<file path="src/astral_pad_pkg.sv">
/*
  Shared constants and the register word for the muxed padframe.
  Imported by the register block, the pad cells, the input router and the top level.
*/

package astral_pad_pkg;

  ////////////////////
  // register bus
  ////////////////////

  // 4 address bits leave room for up to 15 pads after the status word
  localparam int unsigned RegAddrWidth = 4;
  localparam int unsigned RegDataWidth = 32;

  // read-only boot status
  localparam logic [RegAddrWidth-1:0] StatusAddr = '0;

  // spi and ethernet data lanes
  localparam int unsigned PeriphLanes = 4;

  ////////////////////
  // mux select
  ////////////////////

  localparam int unsigned MuxSelWidth = 2;

  localparam logic [MuxSelWidth-1:0] MuxGpio     = MuxSelWidth'(0);
  localparam logic [MuxSelWidth-1:0] MuxSpi      = MuxSelWidth'(1);
  localparam logic [MuxSelWidth-1:0] MuxEth      = MuxSelWidth'(2);
  localparam logic [MuxSelWidth-1:0] MuxOff      = MuxSelWidth'(3);
  localparam logic [MuxSelWidth-1:0] MuxSelReset = MuxOff;

  // register word, read as pad config or as boot status
  typedef union packed {
    struct packed {
      logic [RegDataWidth-MuxSelWidth-1:0] reserved;
      logic [MuxSelWidth-1:0]              mux_sel;
    } pad_cfg;
    struct packed {
      logic [RegDataWidth-4:0] reserved;
      logic                    secure_boot;
      logic [1:0]              boot_mode;
    } boot_status;
  } reg_word_u;

endpackage

</file>
<file path="src/astral_padring.sv">
/*
  Padframe top level for the muxed pads. A register bus sets each pad to
  gpio, spi, ethernet or off; boot pins are captured during reset.
*/

`timescale 1ns/1ns

module astral_padring
  import astral_pad_pkg::*;
#(
  parameter int unsigned NumMuxPads = 8
) (
  input  logic                    clk_i,
  input  logic                    reset_i,
  // pads
  input  logic [NumMuxPads-1:0]   pad_i,
  output logic [NumMuxPads-1:0]   pad_o,
  output logic [NumMuxPads-1:0]   pad_oe_o,
  // boot pins
  input  logic [1:0]              boot_mode_i,
  input  logic                    secure_boot_i,
  output logic [1:0]              boot_mode_o,
  output logic                    secure_boot_o,
  // soc side
  input  logic [NumMuxPads-1:0]   gpio_o_i,
  input  logic [NumMuxPads-1:0]   gpio_en_i,
  output logic [NumMuxPads-1:0]   gpio_i_o,
  input  logic [PeriphLanes-1:0]  spi_sd_o_i,
  input  logic [PeriphLanes-1:0]  spi_sd_en_i,
  output logic [PeriphLanes-1:0]  spi_sd_i_o,
  input  logic [PeriphLanes-1:0]  eth_txd_i,
  output logic [PeriphLanes-1:0]  eth_rxd_o,
  // register bus
  input  logic                    reg_valid_i,
  input  logic                    reg_write_i,
  input  logic [RegAddrWidth-1:0] reg_addr_i,
  input  reg_word_u               reg_wdata_i,
  output logic                    reg_rvalid_o,
  output reg_word_u               reg_rdata_o,
  output logic                    reg_error_o
);

  logic [NumMuxPads-1:0]                  pad_we;
  logic [MuxSelWidth-1:0]                 pad_sel_wdata;
  logic [NumMuxPads-1:0][MuxSelWidth-1:0] pad_sel;
  logic [NumMuxPads-1:0]                  gpio_in;
  logic [NumMuxPads-1:0]                  spi_in;
  logic [NumMuxPads-1:0]                  eth_in;

  pad_cfg_regs #(
    .NumMuxPads (NumMuxPads)
  ) i_pad_cfg_regs (
    .clk_i           (clk_i),
    .reset_i         (reset_i),
    .reg_valid_i     (reg_valid_i),
    .reg_write_i     (reg_write_i),
    .reg_addr_i      (reg_addr_i),
    .reg_wdata_i     (reg_wdata_i),
    .boot_mode_i     (boot_mode_i),
    .secure_boot_i   (secure_boot_i),
    .pad_sel_i       (pad_sel),
    .pad_we_o        (pad_we),
    .pad_sel_wdata_o (pad_sel_wdata),
    .reg_rvalid_o    (reg_rvalid_o),
    .reg_rdata_o     (reg_rdata_o),
    .reg_error_o     (reg_error_o),
    .boot_mode_o     (boot_mode_o),
    .secure_boot_o   (secure_boot_o)
  );

  ////////////////////
  // pad row
  ////////////////////

  // pad k shares its spi and eth lane with every PeriphLanes-th pad
  for (genvar k = 0; k < NumMuxPads; k++) begin : gen_pads
    muxed_pad_cell i_muxed_pad_cell (
      .clk_i       (clk_i),
      .reset_i     (reset_i),
      .we_i        (pad_we[k]),
      .sel_wdata_i (pad_sel_wdata),
      .pad_i       (pad_i[k]),
      .gpio_o_i    (gpio_o_i[k]),
      .gpio_en_i   (gpio_en_i[k]),
      .spi_sd_i    (spi_sd_o_i[k % PeriphLanes]),
      .spi_sd_en_i (spi_sd_en_i[k % PeriphLanes]),
      .eth_txd_i   (eth_txd_i[k % PeriphLanes]),
      .sel_o       (pad_sel[k]),
      .pad_o       (pad_o[k]),
      .pad_oe_o    (pad_oe_o[k]),
      .gpio_in_o   (gpio_in[k]),
      .spi_in_o    (spi_in[k]),
      .eth_in_o    (eth_in[k])
    );
  end

  pad_in_router #(
    .NumMuxPads (NumMuxPads)
  ) i_pad_in_router (
    .gpio_in_i  (gpio_in),
    .spi_in_i   (spi_in),
    .eth_in_i   (eth_in),
    .gpio_i_o   (gpio_i_o),
    .spi_sd_i_o (spi_sd_i_o),
    .eth_rxd_o  (eth_rxd_o)
  );

endmodule

</file>
<file path="src/muxed_pad_cell.sv">
/*
  One muxed pad. Holds its own select and routes either a gpio bit, an spi
  lane or an ethernet lane to the pad, or parks the pad with the driver off.
*/

`timescale 1ns/1ns

module muxed_pad_cell
  import astral_pad_pkg::*;
(
  input  logic                   clk_i,
  input  logic                   reset_i,
  input  logic                   we_i,
  input  logic [MuxSelWidth-1:0] sel_wdata_i,
  input  logic                   pad_i,
  input  logic                   gpio_o_i,
  input  logic                   gpio_en_i,
  input  logic                   spi_sd_i,
  input  logic                   spi_sd_en_i,
  input  logic                   eth_txd_i,
  output logic [MuxSelWidth-1:0] sel_o,
  output logic                   pad_o,
  output logic                   pad_oe_o,
  output logic                   gpio_in_o,
  output logic                   spi_in_o,
  output logic                   eth_in_o
);

  logic [MuxSelWidth-1:0] sel_q;

  always_ff @(posedge clk_i) begin
    if (reset_i) begin
      sel_q <= MuxSelReset;
    end else if (we_i) begin
      sel_q <= sel_wdata_i;
    end
  end

  assign sel_o = sel_q;

  // only the selected function sees the pad input
  always_comb begin
    pad_o     = 1'b0;
    pad_oe_o  = 1'b0;
    gpio_in_o = 1'b0;
    spi_in_o  = 1'b0;
    eth_in_o  = 1'b0;
    case (sel_q)
      MuxGpio: begin
        pad_o     = gpio_o_i;
        pad_oe_o  = gpio_en_i;
        gpio_in_o = pad_i;
      end
      MuxSpi: begin
        pad_o    = spi_sd_i;
        pad_oe_o = spi_sd_en_i;
        spi_in_o = pad_i;
      end
      // eth lanes have no enable of their own
      MuxEth: begin
        pad_o    = eth_txd_i;
        pad_oe_o = 1'b1;
        eth_in_o = pad_i;
      end
      default: begin
        pad_oe_o = 1'b0;
      end
    endcase
  end

endmodule

</file>
<file path="src/pad_cfg_regs.sv">
/*
  Register block of the padframe. Turns single-cycle requests into pad write
  strobes, answers every request one cycle later and keeps the boot pins
  as they were during reset.
*/

`timescale 1ns/1ns

module pad_cfg_regs
  import astral_pad_pkg::*;
#(
  parameter int unsigned NumMuxPads = 8
) (
  input  logic                                   clk_i,
  input  logic                                   reset_i,
  input  logic                                   reg_valid_i,
  input  logic                                   reg_write_i,
  input  logic [RegAddrWidth-1:0]                reg_addr_i,
  input  reg_word_u                              reg_wdata_i,
  input  logic [1:0]                             boot_mode_i,
  input  logic                                   secure_boot_i,
  input  logic [NumMuxPads-1:0][MuxSelWidth-1:0] pad_sel_i,
  output logic [NumMuxPads-1:0]                  pad_we_o,
  output logic [MuxSelWidth-1:0]                 pad_sel_wdata_o,
  output logic                                   reg_rvalid_o,
  output reg_word_u                              reg_rdata_o,
  output logic                                   reg_error_o,
  output logic [1:0]                             boot_mode_o,
  output logic                                   secure_boot_o
);

  logic       addr_is_status;
  logic       addr_out_of_range;
  logic       req_error;
  reg_word_u  rdata_d;
  logic [1:0] boot_mode_q;
  logic       secure_boot_q;

  ////////////////////
  // request decode
  ////////////////////

  assign addr_is_status    = (reg_addr_i == StatusAddr);
  assign addr_out_of_range = (reg_addr_i > RegAddrWidth'(NumMuxPads));
  // status word is read-only
  assign req_error         = addr_out_of_range | (reg_write_i & addr_is_status);

  // address k+1 selects pad k
  always_comb begin
    for (int unsigned k = 0; k < NumMuxPads; k++) begin
      pad_we_o[k] = reg_valid_i & reg_write_i & (reg_addr_i == RegAddrWidth'(k + 1));
    end
  end

  assign pad_sel_wdata_o = reg_wdata_i.pad_cfg.mux_sel;

  // writes and bad addresses read back zero
  always_comb begin
    rdata_d = '0;
    if (!reg_write_i) begin
      if (addr_is_status) begin
        rdata_d.boot_status.boot_mode   = boot_mode_q;
        rdata_d.boot_status.secure_boot = secure_boot_q;
      end else begin
        for (int unsigned k = 0; k < NumMuxPads; k++) begin
          if (reg_addr_i == RegAddrWidth'(k + 1)) begin
            rdata_d.pad_cfg.mux_sel = pad_sel_i[k];
          end
        end
      end
    end
  end

  ////////////////////
  // response
  ////////////////////

  always_ff @(posedge clk_i) begin
    if (reset_i) begin
      reg_rvalid_o <= 1'b0;
      reg_error_o  <= 1'b0;
    end else begin
      reg_rvalid_o <= reg_valid_i;
      reg_error_o  <= reg_valid_i & req_error;
    end
  end

  always_ff @(posedge clk_i) begin
    if (reg_valid_i) begin
      reg_rdata_o <= rdata_d;
    end
  end

  // tracks the pins while reset is held, frozen afterwards
  always_ff @(posedge clk_i) begin
    if (reset_i) begin
      boot_mode_q   <= boot_mode_i;
      secure_boot_q <= secure_boot_i;
    end
  end

  assign boot_mode_o   = boot_mode_q;
  assign secure_boot_o = secure_boot_q;

endmodule

</file>
<file path="src/pad_in_router.sv">
/*
  Collects the gated pad inputs into the peripheral input buses.
  Pad k feeds spi and ethernet lane k modulo the lane count.
*/

`timescale 1ns/1ns

module pad_in_router
  import astral_pad_pkg::*;
#(
  parameter int unsigned NumMuxPads = 8
) (
  input  logic [NumMuxPads-1:0]  gpio_in_i,
  input  logic [NumMuxPads-1:0]  spi_in_i,
  input  logic [NumMuxPads-1:0]  eth_in_i,
  output logic [NumMuxPads-1:0]  gpio_i_o,
  output logic [PeriphLanes-1:0] spi_sd_i_o,
  output logic [PeriphLanes-1:0] eth_rxd_o
);

  // one gpio bit per pad
  assign gpio_i_o = gpio_in_i;

  // cells gate unselected inputs to zero, so a plain or merges them
  always_comb begin
    spi_sd_i_o = '0;
    eth_rxd_o  = '0;
    for (int unsigned k = 0; k < NumMuxPads; k++) begin
      spi_sd_i_o[k % PeriphLanes] = spi_sd_i_o[k % PeriphLanes] | spi_in_i[k];
      eth_rxd_o[k % PeriphLanes]  = eth_rxd_o[k % PeriphLanes] | eth_in_i[k];
    end
  end

endmodule

</file>
<file path="config.mk">
export PLATFORM = sky130hd
export DESIGN_NAME = astral_padring
export DESIGN_NICKNAME = d
export VERILOG_FILES = /design/src/astral_pad_pkg.sv /design/src/astral_padring.sv /design/src/muxed_pad_cell.sv /design/src/pad_cfg_regs.sv /design/src/pad_in_router.sv
export SDC_FILE = /design/constraint.sdc
export NUM_CORES = 1
export LEC_CHECK = 0
export BUFFER_PORTS_ARGS = -buffer_cell sky130_fd_sc_hd__buf_2
export CORE_UTILIZATION = 42
export DETAILED_ROUTE_END_ITERATION = 6
export GPL_ROUTABILITY_DRIVEN = 0
export GPL_TIMING_DRIVEN = 0
export HOLD_SLACK_MARGIN = 0.02
export PLACE_DENSITY = 0.83
export SETUP_SLACK_MARGIN = 0.5
export SLEW_MARGIN = 20
export SYNTH_ARGS = -nofsm -noshare
export SYNTH_HDL_FRONTEND = slang
export SYNTH_HIERARCHICAL = 1
export SYNTH_SLANG_ARGS = --single-unit
</file>
<file path="constraint.sdc">
create_clock -name clk_i -period 2.25 [get_ports clk_i]
set_clock_uncertainty 0.2 [all_clocks]
set_input_delay 0.225 -clock clk_i [delete_from_list [all_inputs] [get_ports clk_i]]
set_output_delay 0.225 -clock clk_i [all_outputs]
set_load 0.01 [all_outputs]
</file>
==> metrics list <==
- Predominant post-synthesis flop cell: sky130_fd_sc_hd__dfxtp_1
- Hold Crit Depth: 2
* Boundary pin count: around 150
- Area of the die: 5460 um^2
* Mean cell area of the mapped netlist: 8.75 um^2
* Crit path DAT: 1.27 ns
- In this run the most critical hold path is launched from reg_wdata_i[0].
- Final worst-path cycle share: between 70 and 80%
- STA classifies the critical path endpoint as an output pin.
- Inserted Clock Buffers: 3
- Of all flip-flops after synthesis, the portion carrying an async set or reset was 0%.
* Result of the run: complete, no violations
- Summing every instance area after synthesis gives 2170 um^2.
- The synthesized design contains 24 register bits.
- Via count of the routed design: 2,019
- Die boundary height: 73.9 um
* Detailed placement HPWL: around 3600 um
* Summed negative setup slack over all endpoints: 0 ns
* Max-Slew Margin vs Limit: approximately 66%
* Reported net switching power: 256 uW
- Antenna diode count: 0
* Post-route DRC violation count: 0
- Root buf cell: sky130_fd_sc_hd__clkbuf_8
- RSZ-0062 raised after global routing: true
* Cell types with the largest area share after synthesis: sky130_fd_sc_hd__dfxtp_1, sky130_fd_sc_hd__buf_4, sky130_fd_sc_hd__edfxtp_1
* Clock tree sinks: 24
- Clock tree from TritonCTS: yes
- Total routed wirelength: 4620 um
* Cell leakage power: approximately 0.0016 uW
- Final Instance Count excl. Fillers: 439
* Worst Path Required: between 1.5 and 2 ns
- Dividing the detail-routed via count by the number of cells gives 4.60.
- Most frequent cells after synthesis: sky130_fd_sc_hd__buf_4, sky130_fd_sc_hd__dfxtp_1, sky130_fd_sc_hd__a211o_1
- The worst register-to-register path begins at gen_pads[7].i_muxed_pad_cell/sel_o[1].
- Register share of total power: 48.4%
- Path depth of the worst reg2reg path: 4
- Max VDD drop: 0.187 mV
- Maxcap violations: 0
* Average wire length per cell after detail routing: 10.5 um
- Sequential element share of the synthesized area: between 20% and 30%
- In this run the power density over the cells is 330 nW/um^2.
- Area fraction of the dominant cell type after synthesis: 16.6%
- Buffer levels on the longest clock path: 2
- Timing-limited maximum frequency: 0.589 GHz
* Proportion of power drawn by the clock network: 26.4%
* Min-delay worst type: primary input to flop
* Biggest fanout along the worst timing path: 8
* Fraction of final layout cells sized beyond drive strength 1: 46.5%
- Maximum number of pins on one net before global-route repair: 21
- Subtracting the final worst setup slack from the clock period gives 1.70 ns.
- Clock latency on the worst-skew pair, taken at its later pin, is 0.27 ns.
* Initial antenna violation count: 0
- Cells fill 59.9% of the core in the end.
- Hold EP: gen_pads[7].i_muxed_pad_cell/sel_o[0]
* Core region area: 4850 um^2
- Clock edge transition at the registers on the reported setup and hold paths: 0.08 ns
- Number of hold violations in the final report: 0
- Iteration-0 DRC count of the detailed router: 42
- The internal power of the cells totals 702 uW.
* Number of pins exceeding their max-slew limit in the final report: 0
- Switching share of total power: a little over a quarter
* Critical path class: flop to output pin
* Startpoint Class: flop
- Layout area overhead: 33.9%
- Once the floorplan was initialized, standard cells occupied between 40% and 50% of the core.
* Minimum hold slack: 0.0424 ns
* Dominant cell by count in the synthesized netlist: sky130_fd_sc_hd__buf_4
- Setup violations remaining at the end of the flow were counted as 0.
- Synth Warn #: 6
- The pre-antenna-repair detailed-routing pass consisted of 4 iterations.
* Comb power frac: ~25%
- Worst reg2reg endpoint: i_pad_cfg_regs/reg_rdata_o[1]
- Number of cells produced by synthesis: 248
* Number of cells after detailed placement: 427
* Slew at the pin with the worst max-slew slack: 0.507 ns
- Leading area contributor after synthesis: sky130_fd_sc_hd__dfxtp_1
- Measured along the x axis, the die boundary spans 73.9 um.
* Number of global-route vias before repair: 1,661
- Wire length of the first global-routing pass: 6970 um
- Number of distinct library cells after synthesis: 39
- CTS H-tree lvls: 1
- Global routing consumed, over all layers together, roughly 16% of the routing resources.
- In this run the tool buffered the top-level ports with 84 buffer cells.
- Cell row count: 25
- The worst register-to-register path has a setup slack of between 0.7 and 0.8 ns.
* Count of antenna-violating nets left after detailed routing: 0
* Total congestion overflow: 0
- Number of enable flip-flop cells after synthesis: 6
- For this run, the post-layout net count is 452.
## worst max path at each step
stage | start | to | cells after the start
3_5_place_dp | reg_addr_i[2] | gen_pads[3].i_muxed_pad_cell/sel_o[1] | 6
2_1_floorplan | reg_addr_i[3] | gen_pads[3].i_muxed_pad_cell/sel_o[1] | 6
4_1_cts | gen_pads[4].i_muxed_pad_cell/sel_o[0] | eth_rxd_o[0] | 4
5_1_grt | gen_pads[5].i_muxed_pad_cell/sel_o[0] | eth_rxd_o[1] | 4
6_report | gen_pads[0].i_muxed_pad_cell/sel_o[0] | eth_rxd_o[0] | 4
3_3_place_gp | reg_addr_i[2] | gen_pads[3].i_muxed_pad_cell/sel_o[1] | 6
## critical path: stages (launching register included)
cell	delay [ns]
sky130_fd_sc_hd__dfxtp_2	0.35
sky130_fd_sc_hd__buf_6	0.12
sky130_fd_sc_hd__and3b_2	0.21
sky130_fd_sc_hd__or2_1	0.19
sky130_fd_sc_hd__buf_2	0.14
## per-layer routing
metal	track usage [%]	up-vias	share of wire, %
li1	-	1051	-
met3	1.78	2	6.7
met2	30.3	87	49
met1	19.4	879	44
met4	3.21	0	0.52
met5	0	-	0
## cell usage in the layout, fill, tap and decap left out, types with 6 or more instances in the layout
cell,n
sky130_fd_sc_hd__a21oi_1,10
sky130_fd_sc_hd__edfxtp_1,6
sky130_fd_sc_hd__o21ai_1,8
sky130_fd_sc_hd__dfxtp_2,7
sky130_fd_sc_hd__nand2b_1,12
sky130_fd_sc_hd__dfxtp_1,11
sky130_fd_sc_hd__nor2b_4,8
sky130_fd_sc_hd__mux2i_1,11
sky130_fd_sc_hd__nand3b_1,8
sky130_fd_sc_hd__buf_2,86
sky130_fd_sc_hd__and3b_2,8
sky130_fd_sc_hd__nor2b_1,9
sky130_fd_sc_hd__or2_1,8
sky130_fd_sc_hd__buf_4,44
sky130_fd_sc_hd__buf_6,9
sky130_fd_sc_hd__conb_1,29
sky130_fd_sc_hd__nor3_1,8
sky130_fd_sc_hd__a211o_1,16
sky130_fd_sc_hd__nand2_1,10
sky130_fd_sc_hd__nor3b_1,8
sky130_fd_sc_hd__nor2_1,15
## power by group through the flow
stage	sequential (uW)	combinational (uW)	clock (uW)
2_1_floorplan	478	145	0
3_3_place_gp	473	228	0
3_5_place_dp	474	232	0
4_1_cts	463	237	259
5_1_grt	466	266	278
6_report	463	241	253
## final cells by class
cell class              count  area [um^2]
inverters                   4         15.0
repair buffers             92          488
clock inverters             1         3.75
clock buffers               3         41.3
well taps                  67         83.8
fillers                   466         1940
plain buffers              51          419
multi-input cells         197         1310
flip-flops and latches     24          549
## through the flow
stage                     setup slack (ns)  total power (uW)  instance area [um^2]
after detailed placement             0.246               706                  2780
after CTS                            0.507               960                  2860
after global routing                 0.496              1010                  2910
final                                0.552               958                  2910
after global placement               0.290               702                  2780
after floorplan                      0.510               623                  2270
## flip-flops by register name, indices dropped and copies added (netlist names)
register,cells
i_pad_cfg_regs/reg_rvalid_o,1
i_pad_cfg_regs/reg_rdata_o,3
i_pad_cfg_regs/secure_boot_o,1
gen_pads.i_muxed_pad_cell/sel_o,16
i_pad_cfg_regs/reg_error_o,1
i_pad_cfg_regs/boot_mode_o,2
## timing repair
item,4_1_cts,5_1_grt
buffers inserted,0,5
resized for setup,1,7
pin swaps,0,1
setup endpoints to repair,1,6
hold endpoints to repair,3,0
hold buffers,3,0
## logic make-up (layout without fill, tap and decap cells)
group	after synthesis	after routing	synth area share (%)
flops	24	24	24.9
mux	13	13	6.11
buf+inv	55	151	20.0
compound gates	42	42	13.7
other cells	1	29	0.173
simple gates	113	113	35.1
Note: power is estimated with default switching activity, not from simulation.
